**src/verilog/swarm_pkg.sv**
```systemverilog
package swarm_pkg;

   // --------------------
   // Sizes
   // --------------------
   localparam int N_THREADS         = 8;
   localparam int LOG_CQ_SLICE_SIZE = 4;
   localparam int RW_WIDTH          = 32;
   localparam int LOG_RW_WIDTH      = 5;
   localparam int LINE_WIDTH        = 512;
   localparam int MEM_LINES         = 64;
   localparam int OUT_FIFO_DEPTH    = 8;
   localparam int RD_QUEUE_DEPTH    = 4;   // Outstanding line reads
   localparam int LOG_LOG_DEPTH     = 4;

   // --------------------
   // Register map
   // --------------------
   localparam logic [15:0] RW_BASE_ADDR                        = 16'h0010;
   localparam logic [15:0] CORE_FIFO_OUT_ALMOST_FULL_THRESHOLD = 16'h0014;
   localparam logic [15:0] CORE_N_DEQUEUES                     = 16'h0018;
   localparam logic [15:0] DEBUG_CAPACITY                      = 16'h001c;
   localparam logic [15:0] LOG_DATA_BASE                       = 16'h0040;   // 16-aligned

   localparam logic [3:0] TASK_TYPE_NORMAL           = 4'd0;
   localparam logic [3:0] TASK_TYPE_UNDO_LOG_RESTORE = 4'd1;

   // --------------------
   // Types
   // --------------------
   typedef logic [2:0]                  thread_id_t;
   typedef logic [LOG_CQ_SLICE_SIZE-1:0] cq_slot_t;
   typedef logic [5:0]                  cache_addr_t;
   typedef logic [3:0]                  fifo_size_t;
   typedef logic [RW_WIDTH-1:0]         object_t;
   typedef logic [LINE_WIDTH-1:0]       line_t;

   typedef struct packed {
      logic [31:0] ts;
      logic [31:0] locale;
      logic [3:0]  ttype;
      logic        no_read;
   } task_t;

   typedef struct packed {
      task_t       task_desc;
      cq_slot_t    cq_slot;
      thread_id_t  thread;
      object_t     object;
      cache_addr_t cache_addr;
   } rw_write_t;

   typedef struct packed {
      cache_addr_t index;
      thread_id_t  id;
   } rd_req_t;

   typedef struct packed {
      logic        wvalid;
      logic [15:0] waddr;
      logic [31:0] wdata;
   } reg_wr_t;

   typedef struct packed {
      logic        arvalid;
      logic [15:0] araddr;
   } reg_rd_req_t;

   typedef struct packed {
      logic        rvalid;
      logic [31:0] rdata;
   } reg_rd_rsp_t;

   typedef struct packed {
      logic        is_emit;   // 0 accept, 1 emit
      thread_id_t  thread;
      cq_slot_t    cq_slot;
      logic [15:0] locale;
      logic [15:0] object;
   } log_entry_t;

   typedef struct packed {
      logic        valid;
      cache_addr_t index;
      line_t       data;
   } mem_load_t;

endpackage

```
**src/verilog/rw_read_stage.sv**
```systemverilog
`timescale 1ns/100ps

module rw_read_stage (
   input  logic                   clk,
   input  logic                   rstn,
   input  logic                   task_in_valid,
   output logic                   task_in_ready,
   input  swarm_pkg::task_t       task_in,
   input  swarm_pkg::cq_slot_t    cq_slot_in,
   input  swarm_pkg::thread_id_t  thread_id_in,
   input  logic                   gvt_task_slot_valid,
   input  swarm_pkg::cq_slot_t    gvt_task_slot,
   input  logic [31:0]            base_rw_addr,
   input  swarm_pkg::fifo_size_t  fifo_out_almost_full_thresh,
   input  logic                   dequeue_allowed,
   output logic                   dequeue_pulse,
   output logic                   arvalid,
   input  logic                   arready,
   output logic [31:0]            araddr,
   output swarm_pkg::thread_id_t  arid,
   input  logic                   rvalid,
   output logic                   rready,
   input  swarm_pkg::thread_id_t  rid,
   input  swarm_pkg::line_t       rdata,
   input  swarm_pkg::cache_addr_t rindex,
   output logic                   task_out_valid,
   input  logic                   task_out_ready,
   output swarm_pkg::rw_write_t   task_out,
   input  swarm_pkg::fifo_size_t  task_out_fifo_occ,
   output logic                   log_valid,
   output swarm_pkg::log_entry_t  log_entry
);

   swarm_pkg::task_t    task_desc    [0:swarm_pkg::N_THREADS-1];
   swarm_pkg::cq_slot_t task_cq_slot [0:swarm_pkg::N_THREADS-1];
   swarm_pkg::object_t  undo_log     [0:2**swarm_pkg::LOG_CQ_SLICE_SIZE-1];

   logic                  is_restore;
   logic                  needs_read;
   logic                  can_dequeue;
   logic                  accept;
   logic                  emit;
   swarm_pkg::task_t      rd_desc;

   logic                  restore_valid;
   swarm_pkg::task_t      restore_task;
   swarm_pkg::cq_slot_t   restore_slot;
   swarm_pkg::thread_id_t restore_thread;
   swarm_pkg::object_t    restore_word;

   // --------------------
   // Acceptance
   // --------------------
   assign is_restore = (task_in.ttype == swarm_pkg::TASK_TYPE_UNDO_LOG_RESTORE);
   assign needs_read = ~task_in.no_read & ~is_restore;   // Restores never touch memory

   assign arid   = thread_id_in;
   assign araddr = base_rw_addr + (task_in.locale << (swarm_pkg::LOG_RW_WIDTH - 3));

   // Accept and emit never share a cycle, one log entry each
   assign can_dequeue = dequeue_allowed & ~task_out_valid &
      ((task_out_fifo_occ < fifo_out_almost_full_thresh) |
       (gvt_task_slot_valid & (gvt_task_slot == cq_slot_in)));

   assign arvalid       = task_in_valid & can_dequeue & needs_read;
   assign task_in_ready = task_in_valid & can_dequeue & (~needs_read | arready);
   assign accept        = task_in_valid & task_in_ready;
   assign dequeue_pulse = accept;
   assign emit          = task_out_valid & task_out_ready;

   always_ff @(posedge clk) begin
      if (accept & needs_read) begin
         task_desc[thread_id_in]    <= task_in;
         task_cq_slot[thread_id_in] <= cq_slot_in;
      end
      if (emit) begin
         undo_log[task_out.cq_slot] <= task_out.object;
      end
      if (accept & is_restore) begin
         restore_task   <= task_in;
         restore_slot   <= cq_slot_in;
         restore_thread <= thread_id_in;
         restore_word   <= undo_log[cq_slot_in];
      end
   end

   always_ff @(posedge clk) begin
      if (!rstn) begin
         restore_valid <= 1'b0;
      end else if (accept & is_restore) begin
         restore_valid <= 1'b1;
      end else if (task_out_ready) begin
         restore_valid <= 1'b0;   // Restore always wins the output
      end
   end

   // --------------------
   // Output select
   // --------------------
   assign rd_desc = task_desc[rid];

   always_comb begin
      task_out.task_desc  = rd_desc;
      task_out.cq_slot    = task_cq_slot[rid];
      task_out.thread     = rid;
      task_out.object     = rdata[rd_desc.locale[3:0] * swarm_pkg::RW_WIDTH +: swarm_pkg::RW_WIDTH];
      task_out.cache_addr = rindex;
      task_out_valid      = 1'b0;
      rready              = 1'b0;
      if (restore_valid) begin
         task_out.task_desc  = restore_task;
         task_out.cq_slot    = restore_slot;
         task_out.thread     = restore_thread;
         task_out.object     = restore_word;
         task_out.cache_addr = '0;
         task_out_valid      = 1'b1;
      end else if (rvalid) begin
         task_out_valid = 1'b1;
         rready         = task_out_ready;
      end
   end

   always_comb begin
      log_valid         = accept | emit;
      log_entry.is_emit = emit;
      if (emit) begin
         log_entry.thread  = task_out.thread;
         log_entry.cq_slot = task_out.cq_slot;
         log_entry.locale  = task_out.task_desc.locale[15:0];
         log_entry.object  = task_out.object[15:0];
      end else begin
         log_entry.thread  = thread_id_in;
         log_entry.cq_slot = cq_slot_in;
         log_entry.locale  = task_in.locale[15:0];
         log_entry.object  = '0;
      end
   end

endmodule

```
**config.mk**
```make
export PLATFORM = sky130hd
export DESIGN_NAME = rw_read_stage
export DESIGN_NICKNAME = d
export VERILOG_FILES = /design/src/verilog/swarm_pkg.sv /design/src/verilog/rw_read_stage.sv
export SDC_FILE = /design/constraint.sdc
export NUM_CORES = 2
export LEC_CHECK = 0
export ABC_AREA = 1
export BUFFER_PORTS_ARGS = -buffer_cell sky130_fd_sc_hd__buf_4
export CAP_MARGIN = 10
export CORE_MARGIN = 4
export CORE_UTILIZATION = 53
export CTS_BUF_LIST = sky130_fd_sc_hd__clkbuf_8
export CTS_CLUSTER_SIZE = 30
export DETAILED_ROUTE_END_ITERATION = 10
export PLACE_DENSITY = 0.83
export REMOVE_ABC_BUFFERS = 1
export SETUP_SLACK_MARGIN = 0.02
export SLEW_MARGIN = 40
export SYNTH_ARGS = -nofsm -noshare
export SYNTH_HDL_FRONTEND = slang
export SYNTH_SLANG_ARGS = --single-unit
```
**constraint.sdc**
```tcl
create_clock -name clk -period 8.6 [get_ports clk]
set_input_delay 1.72 -clock clk [delete_from_list [all_inputs] [get_ports clk]]
set_output_delay 1.72 -clock clk [all_outputs]
set_load 0.01 [all_outputs]
```
Word level (Yosys, flattened, before mapping)
Memory sizes are Yosys's and may differ from the RTL's. A register that Yosys moved wholly into a read port is not among the register bits.
Index checks and enable logic that the tools add are counted.
Widths: inputs -> output; s select.
{"block": "classes", "n_addsub": 1, "magnitude_cmp": 1, "n_eq_ne": 2, "n_shift": 1, "n_mux": 12, "n_bitwise": 18, "reduce_logical": 1}
{"cell": "$shiftx 512x10->32", "count": 1}
{"cell": "$mux 114", "count": 1}
{"cell": "$mux 39", "count": 1}
{"cell": "$add 32x32->32", "count": 1}
{"cell": "$and 1x1->1", "count": 11}
{"cell": "$mux 1", "count": 10}
{"cell": "$eq 4x1->1 const B", "count": 1}
{"cell": "$eq 4x4->1", "count": 1}
{"cell": "$lt 4x4->1", "count": 1}
{"cell": "$not 1->1", "count": 4}
{"cell": "$or 1x1->1", "count": 3}
{"cell": "$reduce_bool 2->1", "count": 1}
{"block": "totals", "ff_bits": 77, "mem_bits_rw": 1096, "input_bits": 649, "output_inout_bits": 195, "elab_cells": 46, "mem_count": 3}
{"name": "task_desc", "words": 8, "width": 69, "rd": 1, "rd_ports_with_merged_regs": 0, "wr": 1, "line": "rw_read_stage.sv:34", "rtl": "swarm_pkg::task_t task_desc [0:swarm_pkg::N_THREADS-1];"}
{"name": "undo_log", "words": 16, "width": 32, "rd": 1, "rd_ports_with_merged_regs": 1, "wr": 1, "line": "rw_read_stage.sv:36", "rtl": "swarm_pkg::object_t undo_log [0:2**swarm_pkg::LOG_CQ_SLICE_SIZE-1];"}
{"name": "task_cq_slot", "words": 8, "width": 4, "rd": 1, "rd_ports_with_merged_regs": 0, "wr": 1, "line": "rw_read_stage.sv:35", "rtl": "swarm_pkg::cq_slot_t task_cq_slot [0:swarm_pkg::N_THREADS-1];"}

Depth between registers and ports, before layout
{"block": "logic_depth", "depth_word": 11, "ltp_mapped": 16}

Least setup slack after synthesis
No wires, ideal clock.
{"block": "synth_timing", "path_type": "input to register", "startpoint": "input cq_slot_in[3]", "endpoint": "memory task_cq_slot[0][0] in the netlist's numbering, enable pin", "t_arrival_ns": 7.778, "t_required_ns": 8.005, "slack_ns": 0.227, "cell_stages": 8, "path_buffers": 1, "path_cell_list": "clkbuf_1 > clkinv_1 > nand2_1 > nand3b_1 > nor3_1 > a22o_1 > nand4_1 > nor3_1"}
{"block": "synth_between", "elab_chain_len": 10}
{"element": "from (decl)", "line": "rw_read_stage.sv:9", "rtl": "input swarm_pkg::cq_slot_t cq_slot_in,"}
{"element": "$eq 4x4->1", "line": "rw_read_stage.sv:63", "rtl": "(gvt_task_slot_valid & (gvt_task_slot == cq_slot_in)));"}
{"element": "$and 1x1->1", "line": "rw_read_stage.sv:63"}
{"element": "$or 1x1->1", "line": "rw_read_stage.sv:62", "rtl": "((task_out_fifo_occ < fifo_out_almost_full_thresh) |"}
{"element": "$and 1x1->1", "line": "rw_read_stage.sv:61", "rtl": "assign can_dequeue = dequeue_allowed & ~task_out_valid &"}
{"element": "$and 1x1->1 (2 in series)", "line": "rw_read_stage.sv:66", "rtl": "assign task_in_ready = task_in_valid & can_dequeue & (~needs_read | arready);"}
{"element": "$and 1x1->1", "line": "rw_read_stage.sv:67", "rtl": "assign accept = task_in_valid & task_in_ready;"}
{"element": "$and 1x1->1", "line": "rw_read_stage.sv:72", "rtl": "if (accept & needs_read) begin"}
{"element": "$mux 1", "line": "rw_read_stage.sv:72"}
{"element": "$mux 1 (implied by the code)", "line": "rw_read_stage.sv:74", "rtl": "task_cq_slot[thread_id_in] <= cq_slot_in;"}
{"element": "to (decl)", "line": "rw_read_stage.sv:35"}
Every way passes these cells.

==> flow_summary.yaml <==
run_status:
  run_status: "complete, no violations"
grt:
  grt_max_degree: 141
  grt.total_usage_pct: 34.3
  grt_pass1_vias: 42300
  grt_first_pass_wirelength_um: 274000
  grt_overflow: 0
  antenna_found_initial: 15
floorplan:
  core_um2: 102000
  die-area_um2: 108000
  fp.dieH_um: 329
  die_w_um: 329
  io_pins: 844
  floorplan.initialDensity_pct: 53.5
  std_cell_rows: 117
logic_synthesis:
  avgSynthCellArea_um2: 11.0
  synth_area_leader_cell: "edfxtp_1"
  yosys-top-cells-area: "edfxtp_1 (66%), nand2_1 (6.2%), nand3_1 (4.4%)"
  synthCells: 4956
  ys_seq_elements: 1205
  ys_seq_area_share_pct: 66.1
  synthArstFlopShare_pct: 0
  yosys.cell_types.count: 42
  synth_area_um2: 54700
  yosysWarnings: 0
  synth_flop_cell: "edfxtp_1"
  synth_top_area_share_pct: 66.1
  synth_edf_count: 1204
hold_path:
  whs_endpoint: "restore_word[0]"
  hold_path_depth: 4
  min_from: "undo_log[11][0]"
  holdCritPathClass: "reg2reg"
final_layout:
  areaGrowthSynthToFinish_pct: 20.0
  fillers: 7639
  fin_nets: 6392
  drive_above_1_share_pct: 20.6
  final_cells: 7234
clocking:
  htreeDepth: 4
  postCtsSetupBuffers: 0
  root_buffer: "clkbuf_8"
  ctsHoldBuffers: 0
  numCtsBuffers: 179
  clockBufferDepth: 3
  cts_tree: "yes"
  cts-resized-gates: 0
  cts_sinks: 1205
  clk_pin_slew_ns: 0.06
  clk_latency_ns: 0.86
placement:
  dp_hpwl_um: 125000
  gp_congestion: 1.07
  place_inst: 6895
  io_buffer_count: 839
critical_path:
  crit_top_cell: "nand2_1"
  worstReg2RegStart: "restore_valid"
  cp_slowest_stage_delay_ns: 0.44
  crit_buf_inv: 5
  reg2reg_to: "undo_log[12][7]"
  r2r_setup_slack_ns: 4.13
  cp-end-kind: "output port"
  path_class: "in2out"
  crit_required_ns: 6.88
  cp_top_family: "buffers and inverters"
  worstPathArrival_ns: 5.47
  worstSetupStartpointType: "primary input"
  critical-path-slowest-cell: "buf_6"
  path_cells: "buf_6 -> inv_6 -> nand2_1 -> nand3_1 -> nand3_4 -> nand2_8 -> buf_12 -> buf_4 -> o211ai_1 -> nand3_1 -> nand3_1 -> nand2_1 -> nand2_1 -> nand2_1 -> buf_4"
  crit_fanout: 82
  worst_r2r_path_depth: 9
detailed_routing:
  drtIter0Drc: 5790
  remaining_drc_errors: 0
  firstDrtPassIters: 6
  drt-wirelength-per-cell_um: 26.5
  ant_nets: 0
  vias: 44000
  wirelength_um: 192000
  via_per_inst: 6.09
power:
  leakagePower_nw: 25.3
  p_per_area_nw_per_um2: 196
  ir_worst_vdd_uv: 123
timing:
  setup_viol: 0
  setup_tns_ns: 0
  clock-skew-final_ns: 0.0539
  fin_crit_ns: 7.19
  drv_slew: 0
  hold_viol: 0
  rsz0062_at_grt: "false"
  max_freq_mhz: 139
  worst_pin_slew_ns: 0.867
  layout_worst_path_cycle_share_pct: 83.6
  relSlewSlack_pct: 42.1
run:
  maxCapViolations: 0
power by group:
group          leakage (nW)  switching [mW]  internal, mW
clock                  1.88            2.18          2.07
combinational          12.6            1.28         0.672
sequential             10.9         0.00945          6.63
metal layers:
layer	vias up	wire, um	part of all wire, %	GRT usage [%]
met4	8	11200	5.8	18.3
met1	21200	67500	35	43.2
li1	19300	-	-	-
met2	3058	90100	47	54.5
met5	-	55	0.029	0
met3	459	22600	12	9.30
layout make-up:
type	count	area, um^2	area share, %
sequential	1205	36200	55.1
tap	1368	1710	2.61
multi-input combinational	3108	16000	24.4
timing repair buffer	927	7310	11.1
clock buffer	180	2480	3.78
inverter	289	1100	1.68
clock inverter	145	774	1.18
antenna	12	30.0	0.0458
synth_stat cells (all sizes together) (4+ instances only):
| library cell | count |
|---|---|
| o21ai | 452 |
| inv | 287 |
| xnor2 | 10 |
| nand3b | 50 |
| o22ai | 146 |
| or2 | 16 |
| nand2 | 903 |
| nor2 | 559 |
| o211ai | 144 |
| nand3 | 485 |
| o221ai | 93 |
| nand4 | 4 |
| a21oi | 32 |
| buf | 172 |
| mux2i | 92 |
| o32ai | 31 |
| nor3 | 17 |
| edfxtp | 1204 |
| ha | 32 |
| xor2 | 20 |
| a21boi | 5 |
| clkbuf | 182 |
placed cells by master (no fill, tap or decap), drive strengths merged, types with 3 or more instances in the layout:
master    Yosys  routed
edfxtp     1204    1204
buf         172     927
nand2       903     903
nor2        559     559
nand3       485     485
o21ai       452     452
inv         287     355
clkbuf      182     180
o22ai       146     146
o211ai      144     144
o221ai       93      93
mux2i        92      92
clkinv        2      73
nand3b       50      50
ha           32      32
a21oi        32      32
o32ai        31      31
xor2         20      20
nor3         17      17
or2          16      16
diode         0      12
xnor2        10      10
a21boi        5       5
nand4         4       4
a31oi         3       3
a21o          3       3
clkinvlp      0       3
bufinv        0       3
tightest hold or removal path, delay by kind of cell (launching register included):
kind / cells / cell delay [ns]
AO/OA/AOI/OAI: 2 / 0.21
AND/OR/NAND/NOR: 2 / 0.09
flip-flops: 1 / 0.32
registers in the layout, indices dropped and copies added (netlist names):
| signal | count |
|---|---|
| task_desc | 552 |
| undo_log | 512 |
| restore_task | 69 |
| restore_word | 32 |
| task_cq_slot | 32 |
| restore_slot | 4 |
| restore_thread | 3 |
| restore_valid | 1 |
cell families after synthesis:
family / synth area share (%)
mux: 1.68
fa+ha+maj: 0.768
flops: 66.1
buf+inv: 5.02
compound gates: 10.3
simple gates: 15.6
xor+xnor: 0.480
stage by stage:
stage / hold WS [ns] / instance area, um^2 / utilization (%) / worst slack [ns] / total power [mW]
final: 0.726 / 65600 / 64.2 / 1.41 / 12.8
after global routing: 0.784 / 65600 / 64.2 / 1.26 / 13.3
after detailed placement: 0.712 / 62300 / 61.0 / 1.53 / 8.67
after floorplan: 0.684 / 53000 / - / -2.99 / 7.62
after global placement: 0.710 / 62100 / 60.8 / 1.63 / 8.63
after CTS: 0.719 / 65600 / 64.2 / 1.50 / 12.8
how the worst max path moves through the flow:
stage	to	depth (start not counted)	slack [ns]	startpoint
after global routing	task_out[27]	15	1.26	rid[0]
final	task_out[26]	15	1.41	rid[0]
after floorplan	task_out[10]	13	-2.99	rid[0]
after CTS	task_out[26]	15	1.50	rid[0]
after detailed placement	task_out[26]	15	1.53	rid[0]
after global placement	task_out[26]	15	1.63	rid[0]
Note: power is estimated with default switching activity, not from simulation.
