--- config.mk ---
export PLATFORM = sky130hd
export DESIGN_NAME = rw_read_regs
export DESIGN_NICKNAME = d
export VERILOG_FILES = /design/src/verilog/swarm_pkg.sv /design/src/verilog/rw_read_regs.sv
export SDC_FILE = /design/constraint.sdc
export NUM_CORES = 1
export LEC_CHECK = 0
export ABC_AREA = 1
export BUFFER_PORTS_ARGS = -buffer_cell sky130_fd_sc_hd__buf_4
export CORE_MARGIN = 5
export CORE_UTILIZATION = 30
export CTS_CLUSTER_SIZE = 14
export DETAILED_ROUTE_END_ITERATION = 8
export GPL_ROUTABILITY_DRIVEN = 0
export PLACE_DENSITY = 0.65
export SLEW_MARGIN = 10
export SYNTH_ARGS = -nofsm -noshare
export SYNTH_HDL_FRONTEND = slang
export SYNTH_SLANG_ARGS = --single-unit
--- constraint.sdc ---
create_clock -name clk -period 1.4 [get_ports clk]
set_input_delay 0.07 -clock clk [delete_from_list [all_inputs] [get_ports clk]]
set_output_delay 0.07 -clock clk [all_outputs]
set_load 0.03 [all_outputs]
--- src/verilog/swarm_pkg.sv ---
package swarm_pkg;

   // --------------------
   // Sizes
   // --------------------
   localparam int N_THREADS         = 8;
   localparam int LOG_CQ_SLICE_SIZE = 4;
   localparam int RW_WIDTH          = 32;
   localparam int LOG_RW_WIDTH      = 5;
   localparam int LINE_WIDTH        = 512;
   localparam int MEM_LINES         = 64;
   localparam int OUT_FIFO_DEPTH    = 8;
   localparam int RD_QUEUE_DEPTH    = 4;   // Outstanding line reads
   localparam int LOG_LOG_DEPTH     = 4;

   // --------------------
   // Register map
   // --------------------
   localparam logic [15:0] RW_BASE_ADDR                        = 16'h0010;
   localparam logic [15:0] CORE_FIFO_OUT_ALMOST_FULL_THRESHOLD = 16'h0014;
   localparam logic [15:0] CORE_N_DEQUEUES                     = 16'h0018;
   localparam logic [15:0] DEBUG_CAPACITY                      = 16'h001c;
   localparam logic [15:0] LOG_DATA_BASE                       = 16'h0040;   // 16-aligned

   localparam logic [3:0] TASK_TYPE_NORMAL           = 4'd0;
   localparam logic [3:0] TASK_TYPE_UNDO_LOG_RESTORE = 4'd1;

   // --------------------
   // Types
   // --------------------
   typedef logic [2:0]                  thread_id_t;
   typedef logic [LOG_CQ_SLICE_SIZE-1:0] cq_slot_t;
   typedef logic [5:0]                  cache_addr_t;
   typedef logic [3:0]                  fifo_size_t;
   typedef logic [RW_WIDTH-1:0]         object_t;
   typedef logic [LINE_WIDTH-1:0]       line_t;

   typedef struct packed {
      logic [31:0] ts;
      logic [31:0] locale;
      logic [3:0]  ttype;
      logic        no_read;
   } task_t;

   typedef struct packed {
      task_t       task_desc;
      cq_slot_t    cq_slot;
      thread_id_t  thread;
      object_t     object;
      cache_addr_t cache_addr;
   } rw_write_t;

   typedef struct packed {
      cache_addr_t index;
      thread_id_t  id;
   } rd_req_t;

   typedef struct packed {
      logic        wvalid;
      logic [15:0] waddr;
      logic [31:0] wdata;
   } reg_wr_t;

   typedef struct packed {
      logic        arvalid;
      logic [15:0] araddr;
   } reg_rd_req_t;

   typedef struct packed {
      logic        rvalid;
      logic [31:0] rdata;
   } reg_rd_rsp_t;

   typedef struct packed {
      logic        is_emit;   // 0 accept, 1 emit
      thread_id_t  thread;
      cq_slot_t    cq_slot;
      logic [15:0] locale;
      logic [15:0] object;
   } log_entry_t;

   typedef struct packed {
      logic        valid;
      cache_addr_t index;
      line_t       data;
   } mem_load_t;

endpackage

--- src/verilog/rw_read_regs.sv ---
`timescale 1ns/100ps

module rw_read_regs (
   input  logic                               clk,
   input  logic                               rstn,
   input  swarm_pkg::reg_wr_t                 reg_wr,
   input  swarm_pkg::reg_rd_req_t             reg_rd_req,
   output swarm_pkg::reg_rd_rsp_t             reg_rd_rsp,
   input  logic                               dequeue_pulse,
   input  swarm_pkg::fifo_size_t              task_out_fifo_occ,
   input  logic [swarm_pkg::LOG_LOG_DEPTH:0]  log_size,
   output logic [swarm_pkg::LOG_LOG_DEPTH-1:0] log_raddr,
   input  swarm_pkg::log_entry_t              log_rdata,
   output logic [31:0]                        base_rw_addr,
   output swarm_pkg::fifo_size_t              fifo_out_almost_full_thresh,
   output logic                               dequeue_allowed
);

   logic [31:0] dequeues_remaining;
   logic        wr_budget;
   logic        is_log_addr;
   logic [31:0] rd_word;
   logic        rsp_valid;
   logic [31:0] rsp_data;

   assign wr_budget       = reg_wr.wvalid & (reg_wr.waddr == swarm_pkg::CORE_N_DEQUEUES);
   assign dequeue_allowed = (dequeues_remaining != '0);

   always_ff @(posedge clk) begin
      if (!rstn) begin
         base_rw_addr                <= '0;
         fifo_out_almost_full_thresh <= '1;
         dequeues_remaining          <= '1;
      end else begin
         if (reg_wr.wvalid & (reg_wr.waddr == swarm_pkg::RW_BASE_ADDR)) begin
            base_rw_addr <= {reg_wr.wdata[31:2], 2'b00};   // Word aligned
         end
         if (reg_wr.wvalid & (reg_wr.waddr == swarm_pkg::CORE_FIFO_OUT_ALMOST_FULL_THRESHOLD)) begin
            fifo_out_almost_full_thresh <= reg_wr.wdata[3:0];
         end
         if (wr_budget) begin
            dequeues_remaining <= reg_wr.wdata;
         end else if (dequeue_pulse) begin
            dequeues_remaining <= dequeues_remaining - 1'b1;
         end
      end
   end

   // --------------------
   // Read side
   // --------------------
   assign log_raddr   = reg_rd_req.araddr[swarm_pkg::LOG_LOG_DEPTH-1:0];
   assign is_log_addr = (reg_rd_req.araddr >> swarm_pkg::LOG_LOG_DEPTH) ==
                        (swarm_pkg::LOG_DATA_BASE >> swarm_pkg::LOG_LOG_DEPTH);

   always_comb begin
      rd_word = '0;
      case (reg_rd_req.araddr)
         swarm_pkg::RW_BASE_ADDR: rd_word = base_rw_addr;
         // Occupancy rides in the upper half
         swarm_pkg::CORE_FIFO_OUT_ALMOST_FULL_THRESHOLD:
            rd_word = {12'd0, task_out_fifo_occ, 12'd0, fifo_out_almost_full_thresh};
         swarm_pkg::CORE_N_DEQUEUES: rd_word = dequeues_remaining;
         swarm_pkg::DEBUG_CAPACITY:  rd_word = 32'(log_size);
         default: begin
            if (is_log_addr) begin
               // Locale cut to 8 bits to fit one bus word
               rd_word = {log_rdata.is_emit, log_rdata.thread, log_rdata.cq_slot,
                          log_rdata.locale[7:0], log_rdata.object};
            end
         end
      endcase
   end

   always_ff @(posedge clk) begin
      if (!rstn) begin
         rsp_valid <= 1'b0;
      end else begin
         rsp_valid <= reg_rd_req.arvalid;
      end
   end

   always_ff @(posedge clk) begin
      if (reg_rd_req.arvalid) begin
         rsp_data <= rd_word;
      end
   end

   assign reg_rd_rsp = '{rvalid: rsp_valid, rdata: rsp_data};

endmodule

* Yosys cells after proc, flatten, opt, wreduce, memory -nomap -nowiden
Cells that the tools add are included.
** Operators by class
- Bitwise gates (word level) :: 3
- Reduce and logical (&&, ||, !) cells :: 2
- Equal/unequal tests :: 8
- Add/sub/neg operators :: 1
- Muxes and demuxes :: 4
** Operator list (count)
- one-hot mux 32 bit (4 select lines) :: 1
- equality test 16 x 5 -> 1 bit, second input constant :: 7
- 2-to-1 mux 32 bit :: 3
- nonzero test 32 bit :: 1
- subtractor 32 x 1 -> 32 bit, second input constant :: 1
- equality test 12 x 3 -> 1 bit, second input constant :: 1
- AND 1 bit :: 3
- nonzero test 2 bit :: 1
** Word-level totals
- Output and inout port bits :: 74
- Register bits :: 99
- Bits of input ports :: 118

* Depth between registers and ports, before layout
Gate-level depths: netlist of the first run.
- Depth in word-level cells :: 3
- Mapped depth :: 10
- Depth with buffers taken out :: 10

* Least setup slack after synthesis of the first run
No wires, ideal clock.
- Path type :: register to output
- From :: register dequeues_remaining[0]
- To :: output port dequeue_allowed
- Cell stages (with the launch flop) :: 8
- Path slack :: -0.100 ns
- Required time :: 1.330 ns
- Arrival :: 1.430 ns
- Cells stage by stage :: dfxtp_1 inv_1 ha_1 nand2_1 nor3_1 nand2_1 nor4_1 nand4_1
** On the way
- Word-level cells in the longest chain between the ends :: 1
** Ends and longest elaborated chain
- start, declared :: line rw_read_regs.sv:19 : logic [31:0] dequeues_remaining;
- start signal, assigned :: line rw_read_regs.sv:42 : dequeues_remaining <= reg_wr.wdata;
- start signal, assigned :: line rw_read_regs.sv:44 : dequeues_remaining <= dequeues_remaining - 1'b1;
- nonzero test 32 bit :: line rw_read_regs.sv:27 : assign dequeue_allowed = (dequeues_remaining != '0);
- end, declared :: line rw_read_regs.sv:16 : output logic dequeue_allowed
No other way between the ends.

* Worst setup path in the final report of the first run
- From :: register dequeues_remaining[17]
- To :: output port dequeue_allowed
Same word-level chain as after synthesis.

==> results.txt, run 1 <==
I/O pins: 192
diode insertion count for antenna repair: 0
data required time of the worst path: 1.33 ns
number of cells produced by synthesis: 710
maximum number of pins on one net before global-route repair: 56
sum of net half-perimeters after detailed placement: 15,300 um
worst reg-to-reg path cell count: 9
count of warnings emitted by yosys: 0
slack of the worst reg-to-reg path: -0.18 ns
overall power after layout: 6570 uW
total wire length: 20,200 um
vias in the first global route: 5,427
library cell occupying the most area in the post-synthesis netlist: dfxtp_1
Buf/Inv on CP: 2
ratio of total power to cell area: 779 mW/mm^2
H-tree levels: 3
maximum fanout count along the critical path: 3
Syn Area/Cell: 7.49 sq um
number of routed nets with antenna violations: 0
Chip Height: 143 um
starting utilization of the core area: 30.6%
Slew Viols, Final: 0
# clock sinks: 99
reg2reg start: dequeues_remaining[2]
path class of the lowest-slack min-delay path: primary input to register
Async SR Flop Fraction: 0%
largest vdd supply drop: 464 uV
RSZ-0062 raised after global routing: true
count of buffers inserted at the top-level ports: 181
final worst path period need: 1.83 ns
total CTS buffers: 9
full die area: 0.0205 sq mm
final hold viol count: 0
fraction of layout instances using a drive strength above 1: 37.5%
Layout Area Growth over Synthesis: 58.6%
share of synthesized area occupied by flip-flops and latches: 43.3%
setup skew after layout: 0.00859 ns
outcome: complete, but fails checks
chain of cells forming the critical path: inv_1 -> nand2_1 -> nor2_2 -> nand3_1 -> nor4_2 -> nand4_1 -> buf_6
CP top delay family: simple AND/OR/NAND/NOR gates
maxcap violations: 0
count of unresolved DRC violations after routing: 0
post-synth top area share: 25.2%
Placeable Area: 0.0174 sq mm
dpl cell area: 0.00745 sq mm
violated checks: setup timing
total overflow reported by the global router: 0
buffer levels on the longest clock path: 2
master cell of the clock root buffer: clkbuf_16
Horiz. Die Dim: 143 um
CTS tree: yes
unique cell type count in the Yosys netlist: 36
share of the clock period used by the worst path after layout: 130%
Fin Hold WS: 0.00751 ns
Worst Hold Endpoint: rsp_data[25]
final setup violation count: 18
Worst R2R End: dequeues_remaining[31]
via count normalized by instance count: 4.95
Setup WS pre-CTS: -0.180 ns
Total Routing Usage GR: 18.4%
Critical Path Start Type: register
leading register cell type out of synthesis: dfxtp_1
average detailed-routed wire length per instance: 16.6 um
overall via count from detail_route: 6,008
crit end category: output port
cell row count: 48
antenna violations before repair: 0
1st-pass router iterations: 5
Final #Nets: 1,103
top achievable clock speed: 548 MHz
Post-Layout Inst Area: 0.00843 sq mm
starting DRC count in detailed routing: 552
clock latency at the later pin of the worst-skew pair: 0.35 ns
stage delay of the slowest cell on the critical path: 0.31 ns
top post-synthesis cells by area: dfxtp_1 25%, edfxtp_1 18%, nand2_1 12%
Worst Hold Path Cells: 3
flip-flop and latch count after synthesis: 99
min-delay src: log_rdata[33]
Crit-path slowest cell: dfxtp_1
classification of the worst setup path: register to output port
EDFF count, synth: 32
filler cell count: 1,641
post-route setup slack: -0.426 ns
cell leakage power: 0.00392 uW
total standard cell area after synthesis: 0.00532 sq mm
Clock Pin Slew Worst Setup and Hold Paths: 0.07 ns
worst path arrival time: 1.76 ns
wire length of the first global-routing pass: 29,500 um
-- cell usage after synthesis (2+ instances only) --
master     number
nor2_1         80
nor3_1          5
dfxtp_1        67
o22ai_1         2
clkbuf_1       12
o21ai_0        42
nand2_2         2
o221ai_1       18
nand2_1       165
o211ai_1       13
nand3_1        31
a21oi_1        59
o2111ai_1       5
buf_4           8
edfxtp_1       32
nor2_2          6
xor2_1         20
nand4_1        14
nor2_4          3
inv_2           3
buf_2           7
o211ai_2        2
buf_6           8
o21ai_1         3
inv_1          92
-- power breakdown --
| group | switching, uW | internal [uW] | leakage (uW) | total (uW) |
|---|---|---|---|---|
| sequential | 63.4 | 3040 | 0.000873 | 3100 |
| clock | 1110 | 1360 | 0.000137 | 2470 |
| combinational | 502 | 488 | 0.00291 | 990 |
-- sequential cells by signal, indices dropped and copies added (netlist names) --
signal,flops
fifo_out_almost_full_thresh,4
rsp_valid,1
dequeues_remaining,32
base_rw_addr,30
rsp_data,32
-- per-layer routing --
metal  GRT usage (%)  wire, um  up-vias
li1                -         -     2893
met1            25.0      8300     2842
met2            30.1      9830      237
met3            2.11      1530       36
met4            7.05       524        0
met5               0         0        -
-- worst register-to-register path, delay by kind of cell, from the launching register on --
kind | cells | cell delay (ns)
DFF | 1 | 0.36
AOI/OAI and AO/OA | 2 | 0.24
and+or+nand+nor | 5 | 0.64
buffers and inverters | 2 | 0.28
-- what timing repair did --
item / CTS / global route
hold buffers: 25 / 0
endpoints found under the hold margin: 27 / 0
buffers inserted: 6 / 5
resized for setup: 55 / 48
pin swaps: 27 / 19
endpoints found under the setup margin: 18 / 25
-- logic make-up after synthesis --
| kind of cell | Yosys count | share of synthesized area (%) |
|---|---|---|
| buffers and inverters | 130 | 11.0 |
| AOI/OAI and AO/OA | 146 | 16.7 |
| DFF | 99 | 43.3 |
| and+or+nand+nor | 313 | 25.4 |
| adders and majority gates | 1 | 0.235 |
| other | 1 | 0.0706 |
| xor gates and xnor gates | 20 | 3.30 |
-- cell usage in the layout, fill, tap and decap left out, drive strengths merged --
master,netlist,final
o21ai,45,45
nor2,89,89
inv,95,95
o2111ai,6,6
ha,1,1
o211ai,15,15
nand2,168,168
o221ai,19,19
clkinv,0,1
dfxtp,67,67
nor4,1,1
dlygate4sd3,0,25
nand3b,1,1
edfxtp,32,32
buf,23,272
conb,1,2
nand4,15,15
and3,1,1
o22ai,2,2
nor3,6,6
xor2,20,20
nand3,32,32
a21oi,59,59
clkbuf,12,13
clkinvlp,0,2
-- area by class of cell --
type,count,area [sq um],share of cell area (%)
repair buffers,297,2450,29.1
inverters,95,359,4.26
well taps,225,282,3.34
clock buffers,13,272,3.22
clock inverters,3,20.0,0.237
multi-input cells,482,2730,32.4
flip-flops and latches,99,2320,27.5
-- how the worst max path moves through the flow --
stage / startpoint / endpoint / cells after the start
5_1_grt: dequeues_remaining[17] / dequeue_allowed / 7
6_report: dequeues_remaining[17] / dequeue_allowed / 7
3_3_place_gp: dequeues_remaining[1] / dequeue_allowed / 8
2_1_floorplan: dequeues_remaining[1] / dequeue_allowed / 7
4_1_cts: dequeues_remaining[1] / dequeue_allowed / 8
3_5_place_dp: dequeues_remaining[1] / dequeue_allowed / 8
-- through the flow --
step	utilization, %	std cells	TNS, ns
3_3_place_gp	42.9	1162	-0.751
2_1_floorplan	-	711	-0.0313
3_5_place_dp	42.9	1162	-1.32
5_1_grt	48.6	1214	-3.56
4_1_cts	47.3	1209	-1.00
6_report	48.6	1214	-1.91
No activity file was read; power rests on OpenSTA's default activity.
==> inputs of run 2 (changes only) <==
--- a/config.mk
+++ b/config.mk
@@ -7,12 +7,14 @@
 export LEC_CHECK = 0
 export ABC_AREA = 1
 export BUFFER_PORTS_ARGS = -buffer_cell sky130_fd_sc_hd__buf_4
+export CELL_PAD_IN_SITES_DETAIL_PLACEMENT = 1
+export CELL_PAD_IN_SITES_GLOBAL_PLACEMENT = 1
 export CORE_MARGIN = 5
 export CORE_UTILIZATION = 30
 export CTS_CLUSTER_SIZE = 14
 export DETAILED_ROUTE_END_ITERATION = 8
 export GPL_ROUTABILITY_DRIVEN = 0
-export PLACE_DENSITY = 0.65
+export PLACE_DENSITY = 0.83
 export SLEW_MARGIN = 10
 export SYNTH_ARGS = -nofsm -noshare
 export SYNTH_HDL_FRONTEND = slang
==> results.txt, run 2 (synthesized netlist as in run 1, its figures left out) <==
violated checks: setup timing
final hold viol count: 0 (unchanged)
Layout Area Growth over Synthesis: 62.8%
setup skew after layout: 0.0190 ns (+0.0104 ns)
reg2reg start: dequeues_remaining[3]
registers with the most flip-flops: dequeues_remaining (32), rsp_data (32), base_rw_addr (30)
dpl cell area: 0.00738 sq mm (-0.97%)
starting DRC count in detailed routing: 639 (+16%)
Horiz. Die Dim: 143 um (unchanged)
maximum fanout count along the critical path: 4 (+1)
Clock Pin Slew Worst Setup and Hold Paths: 0.09 ns (+0.02 ns)
maxcap violations: 0 (unchanged)
classification of the worst setup path: register to output port
final setup violation count: 28 (+10)
sum of net half-perimeters after detailed placement: 17,000 um (+12%)
total negative slack for setup checks: -6.55 ns (-4.64 ns)
share of the clock period used by the worst path after layout: 139% (+8.6 points)
1st-pass router iterations: 5 (unchanged)
H-tree levels: 3 (unchanged)
antenna violations before repair: 3 (+3)
most common cell after layout, fill and taps aside: buf_4
ratio of total power to cell area: 801 mW/mm^2 (+2.9%)
overall via count from detail_route: 6,962 (+16%)
wire length of the first global-routing pass: 38,900 um (+32%)
Worst Hold Endpoint: rsp_data[22]
Chip Height: 143 um (unchanged)
master cell of the clock root buffer: clkbuf_16
Critical Path Start Type: register
slew at the pin closest to its max-slew limit: 0.850 ns
multi-input logic area: 0.00283 sq mm (+3.8%)
filler cell count: 2,052 (+25%)
cell row count: 48 (unchanged)
crit end category: output port
Placeable Area: 0.0174 sq mm (unchanged)
Worst R2R End: dequeues_remaining[25]
fraction of layout instances using a drive strength above 1: 40.6% (+3.1 points)
# clock sinks: 99 (unchanged)
global route hottest layer: met2
path class of the lowest-slack min-delay path: primary input to register
largest vdd supply drop: 600 uV (+29%)
buffer levels on the longest clock path: 2 (unchanged)
commonest cells after routing, fill and taps aside: 254 x buf_4, 145 x nand2_1, 81 x inv_1, 58 x a21oi_1, 53 x nor2_1
min-delay src: log_rdata[22]
GRT met3 Usage: 5.29% (+3.2 points)
Post-Layout Inst Area: 0.00865 sq mm (+2.7%)
total CTS buffers: 9 (unchanged)
cell leakage power: 0.00398 uW (+1.6%)
Fin Hold WS: 0.0114 ns (+0.00389 ns)
count of unresolved DRC violations after routing: 0 (unchanged)
Worst Hold Path Cells: 3 (unchanged)
CTS tree: yes
Final #Nets: 1,116 (+1.2%)
full die area: 0.0205 sq mm (unchanged)
number of routed nets with antenna violations: 0 (unchanged)
met2 track demand over resource in global routing: 41.1% (+11 points)
slack of the worst reg-to-reg path: -0.40 ns (-0.22 ns)
final standard cell utilization of the core: 49.9% (+1.3 points)
total area of sequential cells: 0.00233 sq mm (+0.65%)
average detailed-routed wire length per instance: 24.7 um (+48%)
worst path arrival time: 1.88 ns (+0.12 ns)
I/O pins: 192 (unchanged)
count of buffers inserted at the top-level ports: 181 (unchanged)
final worst path period need: 1.95 ns (+0.121 ns)
post-route setup slack: -0.547 ns (-0.121 ns)
met1 GRT Util: 29.7% (+4.6 points)
total overflow reported by the global router: 0 (unchanged)
Total Routing Usage GR: 24.6% (+6.2 points)
data required time of the worst path: 1.33 ns (about the same)
starting utilization of the core area: 30.6% (unchanged)
RSZ-0062 raised after global routing: true
worst reg-to-reg path cell count: 10 (+1)
top achievable clock speed: 514 MHz (-6.2%)
Max-Slew Margin vs Limit: 43.3%
maximum number of pins on one net before global-route repair: 61 (+8.9%)
vias in the first global route: 6,834 (+26%)
Slew Viols, Final: 0 (unchanged)
via count normalized by instance count: 5.66 (+14%)
total wire length: 30,300 um (+50%)
outcome: complete, but fails checks
clock latency at the later pin of the worst-skew pair: 0.37 ns (+0.02 ns)
run 2: cell count changes in the layout (fill, tap and decap cells not counted), moves of 6 or more:
cell	change
dfxtp_2	+6
inv_2	+7
inv_1	-7
dfxtp_1	-8
buf_6	+9
nand3_1	-6
run 2: routing by layer:
layer	vias up	part of all wire, %
li1	2911	-
met1	3340	37
met2	525	47
met3	184	9.0
met4	2	6.8
met5	-	0.043
run 2: layout make-up:
class | count | share of cell area, %
Clock buffer | 9 | 2.60
Inverter | 95 | 4.15
Sequential cell | 99 | 26.9
Tap cell | 225 | 3.25
Antenna cell | 2 | 0.0578
Timing Repair Buffer | 310 | 29.4
Multi-Input combinational cell | 482 | 32.7
Clock inverter | 7 | 0.867
run 2: worst max path at each step:
stage                           from                endpoint  slack [ns]
5_1_grt        dequeues_remaining[4]         dequeue_allowed       -0.64
2_1_floorplan  dequeues_remaining[1]         dequeue_allowed       -0.03
6_report       dequeues_remaining[9]         dequeue_allowed       -0.55
3_5_place_dp   dequeues_remaining[1]  dequeues_remaining[30]       -0.28
3_3_place_gp   dequeues_remaining[1]  dequeues_remaining[26]       -0.19
4_1_cts        dequeues_remaining[1]         dequeue_allowed       -0.45
run 2: repair_timing:
item | CTS | global route
setup endpoints to repair | 24 | 30
endpoints found under the hold margin | 30 | 1
pin swaps | 19 | 34
hold buffers | 29 | 1
buffers inserted | 13 | 16
gates resized for setup | 80 | 76
run 2: worst max-delay path, cell delays in order, from the launching register on:
cell	delay, ns
dfxtp_2	0.38
inv_2	0.11
nand2_4	0.09
nor3_4	0.22
nand2_2	0.11
nor4_4	0.28
nand4_1	0.15
buf_6	0.17
run 2: power breakdown:
part	switching [uW]	internal [uW]
Combinational	625	493
Clock	1290	1400
Sequential	82.0	3040
run 2: stage by stage:
stage	total power, uW	std cells	setup slack, ns
floorplan	3520	711	-0.0313
global placement	4020	1159	-0.195
detailed placement	4040	1159	-0.284
CTS	6730	1216	-0.452
global route	7090	1229	-0.643
finish	6940	1229	-0.547
